==> config.mk <==
export PLATFORM = sky130hd
export DESIGN_NAME = event_serializer_top
export DESIGN_NICKNAME = d
export VERILOG_FILES = /design/src/event_pkg.sv /design/src/channel_slot.sv /design/src/event_arbiter.sv /design/src/record_fifo.sv /design/src/uart_record_tx.sv /design/src/event_serializer_top.sv
export SDC_FILE = /design/constraint.sdc
export NUM_CORES = 1
export LEC_CHECK = 0
export BUFFER_PORTS_ARGS = -buffer_cell sky130_fd_sc_hd__buf_2
export CAP_MARGIN = 20
export CORE_MARGIN = 4
export CORE_UTILIZATION = 45
export DETAILED_ROUTE_END_ITERATION = 10
export MAX_ROUTING_LAYER = met4
export SLEW_MARGIN = 5
export SYNTH_ARGS = -nofsm -noshare
export SYNTH_HDL_FRONTEND = slang
export SYNTH_SLANG_ARGS = --single-unit
export TNS_END_PERCENT = 1
==> constraint.sdc <==
create_clock -name clk -period 6.44 [get_ports clk]
set_input_delay 0.322 -clock clk [delete_from_list [all_inputs] [get_ports clk]]
set_output_delay 0.322 -clock clk [all_outputs]
set_load 0.02 [all_outputs]
==> src/event_pkg.sv <==
package event_pkg;

    // detector channels served by the serializer
    localparam int num_channels = 6;

    // event kinds; declaration order is also arbitration priority
    typedef enum logic [1:0] {
        kind_hit   = 2'd0,
        kind_line  = 2'd1,
        kind_frame = 2'd2
    } event_kind_t;

    // record tags on the serial link
    // tdc timing hit
    localparam logic [15:0] tag_hit   = 16'h00D4;
    // mirror new-line
    localparam logic [15:0] tag_line  = 16'h000D;
    // mirror new-frame
    localparam logic [15:0] tag_frame = 16'h000E;

    // one record on the link, sent lsb byte first
    typedef struct packed {
        // kind tag
        logic [15:0] tag_hi;
        // copy of tag_hi, lets the host check framing
        logic [15:0] tag_lo;
        // 1-based channel number
        logic [15:0] channel_id;
    } record_t;

    // zero-based channel index
    typedef logic [2:0] chan_idx_t;

endpackage

==> src/channel_slot.sv <==
`timescale 1ns/1ps

module channel_slot (
    input  logic                   clk,
    input  logic                   rst,
    // detector side, valid/ready
    input  logic                   ev_valid,
    input  event_pkg::event_kind_t ev_kind,
    output logic                   ev_ready,
    // arbiter side
    input  logic                   grant,
    output logic                   pending,
    output event_pkg::event_kind_t kind
);

    // empty slot is the only condition for accepting
    assign ev_ready = ~pending;

    // occupancy flag
    always_ff @(posedge clk) begin
        if (rst) begin
            pending <= 1'b0;
        end else if (pending) begin
            // held until the arbiter takes it
            if (grant) begin
                pending <= 1'b0;
            end
        end else if (ev_valid) begin
            pending <= 1'b1;
        end
    end

    // kind of the held event
    // loaded only on accept, stable while pending
    always_ff @(posedge clk) begin
        if (ev_valid && ev_ready) begin
            kind <= ev_kind;
        end
    end

endmodule

==> src/event_arbiter.sv <==
`timescale 1ns/1ps

module event_arbiter (
    // per-channel requests from the slots
    input  logic [event_pkg::num_channels-1:0] pending,
    input  event_pkg::event_kind_t             kind [event_pkg::num_channels],
    output logic [event_pkg::num_channels-1:0] grant,
    // write side of the record fifo
    output logic                               wr_valid,
    input  logic                               wr_ready,
    output event_pkg::record_t                 wr_record
);

    import event_pkg::*;

    logic        found;
    chan_idx_t   win_idx;
    event_kind_t win_kind;
    logic [15:0] win_tag;

    // tag code per kind
    function automatic logic [15:0] tag_of(input event_kind_t k);
        logic [15:0] t;
        unique case (k)
            kind_hit:   t = tag_hit;
            kind_line:  t = tag_line;
            default:    t = tag_frame;
        endcase
        return t;
    endfunction

    // winner search
    // lower enum value wins, strict compare keeps the lower channel on a tie
    always_comb begin
        found    = 1'b0;
        win_idx  = '0;
        win_kind = kind_hit;
        for (int c = 0; c < num_channels; c++) begin
            if (pending[c] && (!found || kind[c] < win_kind)) begin
                found    = 1'b1;
                win_idx  = chan_idx_t'(c);
                win_kind = kind[c];
            end
        end
    end

    // one-hot grant, only when the fifo can take the record
    always_comb begin
        grant = '0;
        if (found && wr_ready) begin
            grant[win_idx] = 1'b1;
        end
    end

    assign wr_valid = found;
    assign win_tag  = tag_of(win_kind);

    // record assembly
    // channel numbers on the link start at 1
    always_comb begin
        wr_record.tag_hi     = win_tag;
        wr_record.tag_lo     = win_tag;
        wr_record.channel_id = 16'(win_idx) + 16'd1;
    end

endmodule

==> src/record_fifo.sv <==
`timescale 1ns/1ps

module record_fifo #(
    // power of two, at least 2
    parameter int fifo_depth = 8
) (
    input  logic               clk,
    input  logic               rst,
    // write side
    input  logic               wr_valid,
    output logic               wr_ready,
    input  event_pkg::record_t wr_record,
    // read side, head shown without a read request
    output logic               rd_valid,
    input  logic               rd_ready,
    output event_pkg::record_t rd_record,
    output logic               full
);

    import event_pkg::*;

    localparam int addr_w = $clog2(fifo_depth);

    record_t           mem [fifo_depth];
    // extra msb tells a full buffer from an empty one
    logic [addr_w:0]   wr_ptr;
    logic [addr_w:0]   rd_ptr;
    logic              empty;
    logic              do_wr;
    logic              do_rd;

    // equal pointers mean empty
    // same address with differing wrap bit means full
    assign empty = (wr_ptr == rd_ptr);
    assign full  = (wr_ptr[addr_w] != rd_ptr[addr_w]) &&
                   (wr_ptr[addr_w-1:0] == rd_ptr[addr_w-1:0]);

    assign wr_ready = ~full;
    assign rd_valid = ~empty;
    assign do_wr    = wr_valid && wr_ready;
    assign do_rd    = rd_valid && rd_ready;

    // fall-through head, valid the cycle after the write
    assign rd_record = mem[rd_ptr[addr_w-1:0]];

    // storage
    always_ff @(posedge clk) begin
        if (do_wr) begin
            mem[wr_ptr[addr_w-1:0]] <= wr_record;
        end
    end

    // pointers
    always_ff @(posedge clk) begin
        if (rst) begin
            wr_ptr <= '0;
            rd_ptr <= '0;
        end else begin
            if (do_wr) begin
                wr_ptr <= wr_ptr + 1'b1;
            end
            // pop on the handshake edge
            if (do_rd) begin
                rd_ptr <= rd_ptr + 1'b1;
            end
        end
    end

endmodule

==> src/uart_record_tx.sv <==
`timescale 1ns/1ps

module uart_record_tx #(
    // clock cycles per serial bit
    parameter int clk_per_bit = 4
) (
    input  logic               clk,
    input  logic               rst,
    // head of the record fifo
    input  logic               rd_valid,
    output logic               rd_ready,
    input  event_pkg::record_t rd_record,
    // serial line, idles high
    output logic               tx,
    output logic               busy
);

    localparam int num_bytes = 6;
    localparam int cnt_w     = (clk_per_bit > 1) ? $clog2(clk_per_bit) : 1;

    logic             busy_q;
    // bytes still to send, current one in the low byte
    logic [47:0]      data_q;
    // stop, data lsb first, start; bit 0 is on the line
    logic [9:0]       bit_sr;
    logic [cnt_w-1:0] clk_cnt;
    logic [3:0]       bit_cnt;
    logic [2:0]       byte_cnt;
    logic             bit_end;
    logic             take;

    // accepts only between frames
    assign rd_ready = ~busy_q;
    assign take     = rd_valid && rd_ready;
    assign busy     = busy_q;
    assign tx       = busy_q ? bit_sr[0] : 1'b1;
    assign bit_end  = (clk_cnt == cnt_w'(clk_per_bit - 1));

    // control: frame flag and the three timing counters
    always_ff @(posedge clk) begin
        if (rst) begin
            busy_q   <= 1'b0;
            clk_cnt  <= '0;
            bit_cnt  <= '0;
            byte_cnt <= '0;
        end else if (!busy_q) begin
            if (take) begin
                busy_q   <= 1'b1;
                clk_cnt  <= '0;
                bit_cnt  <= '0;
                byte_cnt <= '0;
            end
        end else if (bit_end) begin
            clk_cnt <= '0;
            if (bit_cnt == 4'd9) begin
                bit_cnt <= '0;
                // stop bit of the last byte ends the frame
                if (byte_cnt == 3'(num_bytes - 1)) begin
                    busy_q <= 1'b0;
                end else begin
                    byte_cnt <= byte_cnt + 3'd1;
                end
            end else begin
                bit_cnt <= bit_cnt + 4'd1;
            end
        end else begin
            clk_cnt <= clk_cnt + 1'b1;
        end
    end

    // payload shifters
    always_ff @(posedge clk) begin
        if (take) begin
            data_q <= rd_record;
            bit_sr <= {1'b1, rd_record[7:0], 1'b0};
        end else if (busy_q && bit_end) begin
            if (bit_cnt == 4'd9) begin
                // next byte, lsb byte of the record went first
                data_q <= data_q >> 8;
                bit_sr <= {1'b1, data_q[15:8], 1'b0};
            end else begin
                bit_sr <= {1'b1, bit_sr[9:1]};
            end
        end
    end

endmodule

==> src/event_serializer_top.sv <==
`timescale 1ns/1ps

module event_serializer_top #(
    parameter int clk_per_bit = 4,
    parameter int fifo_depth  = 8
) (
    input  logic                               clk,
    input  logic                               rst,
    // detector events, one valid/ready pair per channel
    input  logic [event_pkg::num_channels-1:0] ev_valid,
    input  event_pkg::event_kind_t             ev_kind [event_pkg::num_channels],
    output logic [event_pkg::num_channels-1:0] ev_ready,
    // serial link and status
    output logic                               tx,
    output logic                               tx_busy,
    output logic                               fifo_full
);

    import event_pkg::*;

    logic [num_channels-1:0] pending;
    logic [num_channels-1:0] grant;
    event_kind_t             kind [num_channels];

    // arbiter to fifo
    logic    wr_valid;
    logic    wr_ready;
    record_t wr_record;

    // fifo to transmitter
    logic    rd_valid;
    logic    rd_ready;
    record_t rd_record;

    // one holding slot per detector channel
    for (genvar i = 0; i < num_channels; i++) begin : g_slot
        channel_slot slot_i (
            .clk      (clk),
            .rst      (rst),
            .ev_valid (ev_valid[i]),
            .ev_kind  (ev_kind[i]),
            .ev_ready (ev_ready[i]),
            .grant    (grant[i]),
            .pending  (pending[i]),
            .kind     (kind[i])
        );
    end

    // hit, line, frame; lower channel first
    event_arbiter arb_i (
        .pending   (pending),
        .kind      (kind),
        .grant     (grant),
        .wr_valid  (wr_valid),
        .wr_ready  (wr_ready),
        .wr_record (wr_record)
    );

    record_fifo #(
        .fifo_depth (fifo_depth)
    ) fifo_i (
        .clk       (clk),
        .rst       (rst),
        .wr_valid  (wr_valid),
        .wr_ready  (wr_ready),
        .wr_record (wr_record),
        .rd_valid  (rd_valid),
        .rd_ready  (rd_ready),
        .rd_record (rd_record),
        .full      (fifo_full)
    );

    // drains the fifo whenever idle
    uart_record_tx #(
        .clk_per_bit (clk_per_bit)
    ) tx_i (
        .clk       (clk),
        .rst       (rst),
        .rd_valid  (rd_valid),
        .rd_ready  (rd_ready),
        .rd_record (rd_record),
        .tx        (tx),
        .busy      (tx_busy)
    );

endmodule

**Word level (Yosys, flattened, before mapping)**

Memories as Yosys holds them, arrays and structs flattened. A register that Yosys moved wholly into a read port is not among the register bits.
Cells that the tools add are included.

- Mux-type cells: 67
- Equality and inequality tests: 10
- Reductions and logical operators: 33
- Bitwise gates (word level): 9
- $add $sub $neg: 6
- Magnitude comparators: 7

Operators by type and width:

| cell | count |
|---|---|
| two-way mux 48 bit | 3 |
| two-way mux 1 bit | 34 |
| two-way mux 3 bit | 9 |
| two-way mux 9 bit | 3 |
| two-way mux 2 bit | 11 |
| logical AND 1 bit | 16 |
| two-way mux 4 bit | 4 |
| one-hot mux 8 bit (2 select lines) | 1 |
| adder 4 x 1 -> 4 bit, second input constant | 3 |
| < comparator 2 bit | 5 |
| inverter 1 bit | 9 |
| two-way mux 6 bit | 1 |
| != test 2 bit, second input constant | 3 |
| nonzero test 2 bit | 3 |
| zero test 1 bit | 5 |
| logical OR 1 bit | 5 |
| adder 3 x 1 -> 4 bit, second input constant | 1 |
| == test 4 bit | 1 |
| == test 4 bit, second input constant | 1 |
| < comparator 3 x 4 -> 1 bit, second input constant | 1 |
| AND reduction 2 bit | 2 |
| AND reduction 4 bit | 1 |
| adder 3 x 1 -> 3 bit, second input constant | 1 |
| demux 1 bit (select 3 bit) | 1 |
| other kinds (8) | 8 |

- Output and inout bits: 9
- Memories: 1
- Input port bits: 20
- RAM bits: 160
- Bits in registers: 94

Memories:

| name | depth | bits a word | rd ports | clocked after memory_dff | write ports | line | text |
|---|---|---|---|---|---|---|---|
| fifo_i.mem | 8 | 20 | 1 | 1 | 1 | record_fifo.sv:24 | `record_t mem [fifo_depth];` |

**Depth between registers and ports, before layout**

- Depth after elaboration: 28
- Gate-level depth with buffers: 37

**Modules after synthesis**

A second synthesis with hierarchy kept.

- Cell total of the unflattened synthesis: 1,062
- Area total of the unflattened synthesis: 19,596.3 µm²

Modules (own cells, without submodules):

| module | cells an instance | instances | area an instance (µm²) |
|---|---|---|---|
| record_fifo | 640 | 1 | 15,367.2 |
| uart_record_tx | 257 | 1 | 2,666.3 |
| event_arbiter | 123 | 1 | 924.6 |
| channel_slot | 7 | 6 | 106.4 |

**Worst setup path before layout**

OpenSTA, ideal clock, no wires.

- Path type: register -> register
- Start: reg g_slot[0].slot_i.pending
- End: mem fifo_i.mem[0][2] in the netlist's numbering, data pin
- Arrival time: 6.302 ns
- Data required time: 6.217 ns
- Stages on the path, launching flop included: 36
- Path slack: -0.085 ns
- Setup time: 0.223 ns
- Clock period less this slack: 6.525 ns
- Buffers on the path: 1
- Path through: dfxtp_1 > buf_6 > nand2_1 > ha_1 > a21oi_1 > o21ai_1 > mux2i_1 > inv_1 > ha_1 > o22ai_1 > nand2_1 > nand2_1 > mux2i_2 > ha_1 > nor2_1 > o21ai_1 > nand4_2 > and2_2 > nor2_1 > a21oi_1 > ha_1 > nor2_1 > nor2_1 > nor2_4 > a31oi_4 > nor2_1 > a21oi_2 > nand2_1 > ha_1 > nor3_1 > and2b_1 > a21o_2 > nand2_1 > nor2_1 > ha_1 > xor2_1

RTL lines:

| element | line | text |
|---|---|---|
| from (decl) | channel_slot.sv:12 | `output logic pending,` |
| from (signal assigned) | channel_slot.sv:22 | `pending <= 1'b0;` |
| from (signal assigned) | channel_slot.sv:26 | `pending <= 1'b0;` |
| from (signal assigned) | channel_slot.sv:29 | `pending <= 1'b1;` |
| to (decl) | record_fifo.sv:24 |  |

**Worst setup path after layout**

- Start: reg g_slot[0].slot_i.kind[1]
- End: mem fifo_i.mem[5][12] in the netlist's numbering, data pin

- Longest elaborated chain between the ends: 23

RTL lines:

| element | line | text |
|---|---|---|
| from (decl) | channel_slot.sv:13 | `output event_pkg::event_kind_t kind` |
| from (signal assigned) | channel_slot.sv:37 | `kind <= ev_kind;` |
| two-way mux 2 bit (*) | event_arbiter.sv:39 | `if (pending[c] && (!found \|\| kind[c] < win_kind)) begin` |
| < comparator 2 bit | event_arbiter.sv:39 |  |
| logical OR 1 bit | event_arbiter.sv:39 |  |
| logical AND 1 bit | event_arbiter.sv:39 |  |
| two-way mux 2 bit / two-way mux 1 bit (equally long branches) | event_arbiter.sv:39 |  |
| < comparator 2 bit / zero test 1 bit (equally long branches) | event_arbiter.sv:39 |  |
| logical OR 1 bit | event_arbiter.sv:39 |  |
| logical AND 1 bit | event_arbiter.sv:39 |  |
| (+8 left out) | n/a |  |
| two-way mux 2 bit / two-way mux 1 bit (equally long branches) | event_arbiter.sv:39 |  |
| < comparator 2 bit / zero test 1 bit (equally long branches) | event_arbiter.sv:39 |  |
| logical OR 1 bit | event_arbiter.sv:39 |  |
| logical AND 1 bit | event_arbiter.sv:39 |  |
| two-way mux 2 bit (*) | event_arbiter.sv:39 |  |
| == test 2 x 1 -> 1 bit / zero test 2 bit (equally long branches) | event_arbiter.sv:24 | `unique case (k)` |
| one-hot mux 8 bit (2 select lines) (*) | event_arbiter.sv:24 |  |
| net arb_i.win_tag[0] | event_arbiter.sv:19 | `logic [15:0] win_tag;` |

Mark *: on every way through the listed nets, which the timed path passes. The rest lies on a longest branch.

==> flow_summary.rst <==
.. list-table::
   :header-rows: 1

   * - Metric
     - Value
   * - Starting Density
     - 46.1%
   * - Port Buffer Count
     - 28
   * - Gate count after technology mapping
     - 413
   * - Gp weighted congestion
     - 0.811
   * - Number of buffers on the longest clock path
     - 2
   * - Bufs and invs on worst path
     - 2
   * - Placed cell area
     - 6210 um^2
   * - Family with the most delay on the worst path
     - compound AO/OA/AOI/OAI gates
   * - Estimated wirelength of the detail-placed design
     - 7.20 mm
   * - CTS Hold Bufs
     - 0
   * - Most area-hungry cell type in the Yosys netlist
     - sky130_fd_sc_hd__edfxtp_1
   * - Drt pass-1 iters
     - 4
   * - Worst rel slew slack
     - 41.7%
   * - Least-Margin Pin Slew
     - 0.871 ns
   * - Core ar.
     - 12700 um^2
   * - Min Hold Slack
     - 0.0816 ns
   * - Peak clock frequency supported by timing
     - 0.164 GHz
   * - Final antenna-violating net count
     - 0
   * - Critical-path maximum fanout
     - 8
   * - Count of distinct cell types in the synthesized netlist
     - 63
   * - Largest stage delay, worst path
     - 0.44 ns
   * - Clock Pin Slew Worst Setup and Hold Paths
     - 0.06 ns
   * - Slowest CP cell
     - sky130_fd_sc_hd__a311oi_4
   * - Area of the die
     - 14900 um^2
   * - Nature of the critical path endpoint
     - flip-flop
   * - Boundary Pins
     - 29
   * - WP data required
     - 6.60 ns
   * - Share of post-route cells with drive strength above 1
     - 30.8%
   * - Final WS setup
     - 0.330 ns
   * - Nets@finish
     - 497
   * - Most frequently used flop master after synthesis
     - sky130_fd_sc_hd__edfxtp_1
   * - Wire length of the first global-routing pass
     - 17.8 mm
   * - Clk_lat worst skew
     - 0.41 ns
   * - Final cell count without fillers
     - 649
   * - Cell area after technology mapping
     - 5850 um^2
   * - Total congestion overflow after global routing
     - 0
   * - Cells taking the most area after synthesis
     - sky130_fd_sc_hd__edfxtp_1 (53%), sky130_fd_sc_hd__dfxtp_1 (9.6%), sky130_fd_sc_hd__mux4_2 (6.2%), sky130_fd_sc_hd__ha_1 (2.8%), sky130_fd_sc_hd__nor2_1 (2.4%)
   * - Fin crit share
     - 94.9%
   * - Portion of synthesized cell area occupied by the leading cell type
     - 53.4%
   * - Crit. Startpoint
     - g_slot[0].slot_i.kind[1]
   * - Time the worst path needs with I/O delays and setup
     - 6.11 ns
   * - FF-to-FF Start
     - g_slot[0].slot_i.kind[1]
   * - Post-synthesis to final-layout area growth
     - 21.3%
   * - Number of sinks on the clock net
     - 132
   * - Placement Setup Slack
     - -0.206 ns
   * - Post-route setup TNS
     - 0 ns
   * - Clk_skew
     - 0.0107 ns
   * - Max cap viols
     - 0
   * - Hold path depth
     - 1
   * - Syn_area_per_cell
     - 14.2 um^2
   * - Hold wc startpoint
     - ev_kind[1]
   * - Level count of the clock H-tree
     - 4
   * - Async set-reset flop share out of synthesis
     - 0%
   * - Seq cells post-synth
     - 132
   * - Final design utilization
     - 56.0%
   * - Power per cell area
     - 529 nW/um^2
   * - Yosys warnings
     - 0
   * - R2R depth
     - 31
   * - Top cells by instance count after synthesis
     - sky130_fd_sc_hd__edfxtp_1 (104), sky130_fd_sc_hd__nor2_1 (38), sky130_fd_sc_hd__dfxtp_1 (28), sky130_fd_sc_hd__nand2_1 (20), sky130_fd_sc_hd__inv_1 (18)
   * - Via density per instance
     - 5.24
   * - Initial antenna violation count
     - 0
   * - Run status
     - completed
   * - Final-report max-slew violation count
     - 0
   * - WS Path Type
     - reg2reg
   * - Overall fraction of global-route tracks in use
     - 16.5%
   * - Final Hold Vio Count
     - 0
   * - Drc violations
     - 0
   * - Most repeated cell in the gate-level netlist after synthesis
     - sky130_fd_sc_hd__edfxtp_1
   * - Worst setup SP type
     - flip-flop
   * - IR drop worst, VDD
     - 0.000199 V
   * - Die Height
     - 122 um
   * - Number of flops mapped to enable cells by yosys
     - 104
   * - Total number of vias
     - 3404
   * - WL/cell
     - 17.2 um
   * - Path type of the worst min-delay path
     - in2reg
   * - Number of diodes added for antenna fixing
     - 0
   * - FP Rows
     - 41
   * - Total power after layout
     - 3.75 mW
   * - # placed instances
     - 607
   * - Die Wd
     - 122 um
   * - Crit path arrival time
     - 6.27 ns
   * - # setup viols final
     - 0
   * - Seq/Total Area, Yosys
     - 63.0%
   * - Clock tree from TritonCTS
     - done
   * - Final WL
     - 11.2 mm
   * - Vias in the first global route
     - 3409
   * - Initial DRC count
     - 287
   * - Fin area
     - 7090 um^2
   * - LEAKAGE
     - 2.53 nW
   * - Largest net degree at the start of global routing
     - 23
   * - Crit path depth
     - 31
   * - Total clock buffers created by CTS
     - 17
   * - Master cell of the clock root buffer
     - sky130_fd_sc_hd__clkbuf_16
placed cells by master, fill, tap and decap left out, drive strengths merged, types with 3 or more instances in the layout:
cell	instances
a211oi	3
mux4	16
inv	19
a21oi	16
nor3	7
nor3b	5
clkinv	4
nand2	20
ha	13
xnor2	8
nor2b	15
o21ai	5
a21o	5
nand3	5
o21a	3
nor2	40
xor2	8
nand4	5
mux2i	14
edfxtp	104
nand2b	8
dfxtp	28
bufinv	5
o22ai	5
a31oi	3
conb	8
buf	50
a311oi	6
clkbuf	22
report_power, final:
group	total, mW	internal, mW	switching [mW]	leakage [nW]
Combinational	1.21	0.493	0.719	1.00
Sequential	1.47	1.35	0.122	1.21
Clock	1.06	0.724	0.340	0.321
Total	3.75	2.57	1.18	2.53
registers in the layout (all words and copies together) (netlist names), named ones only:
name                   count
tx_i.busy                  1
g_slot.slot_i.pending      6
tx_i.bit_sr                9
fifo_i.wr_ptr              4
g_slot.slot_i.kind        12
tx_i.bit_cnt               4
tx_i.clk_cnt               2
fifo_i.mem                64
fifo_i.rd_ptr              4
tx_i.byte_cnt              3
tx_i.data_q               20
per-layer routing:
metal | vias to the layer above | routed length, um | global-route usage (%)
li1 | 1624 | - | -
met1 | 1692 | 4850 | 20.6
met2 | 64 | 5690 | 25.4
met3 | 24 | 337 | 4.32
met4 | 0 | 272 | 7.21
met5 | - | 0 | -
kinds of logic after synthesis:
group	Yosys count	share of synthesized area (%)
xor+xnor	16	2.40
compound gates	56	7.79
buf+inv	44	3.92
flops	132	63.0
mux	30	8.62
simple gates	121	11.4
fa+ha+maj	13	2.78
other cells	1	0.0641
what timing repair did:
action | CTS | global route
endpoints found under the setup margin | 32 | 61
resized for setup | 6 | 21
setup buffers | 0 | 10
pin swaps | 0 | 8
worst paths after layout:
| check | end | slack, ns |
|---|---|---|
| setup / recovery | fifo_i.mem[5][12] | 0.33 |
| hold / removal | g_slot[5].slot_i.kind[1] | 0.08 |
| setup reg to reg | fifo_i.mem[5][12] | 0.33 |
| hold reg to reg | tx_i.byte_cnt[1] | 0.49 |
cell type report:
class	count	area [um^2]
Sequential cell	132	3680
Clock buffer	22	484
Inverter	19	71.3
Tap cell	172	215
Clock inverter	10	175
Fill cell	1018	5580
Multi-Input combinational cell	244	2140
Timing Repair Buffer	50	325
Note: power is estimated with default switching activity, not from simulation.
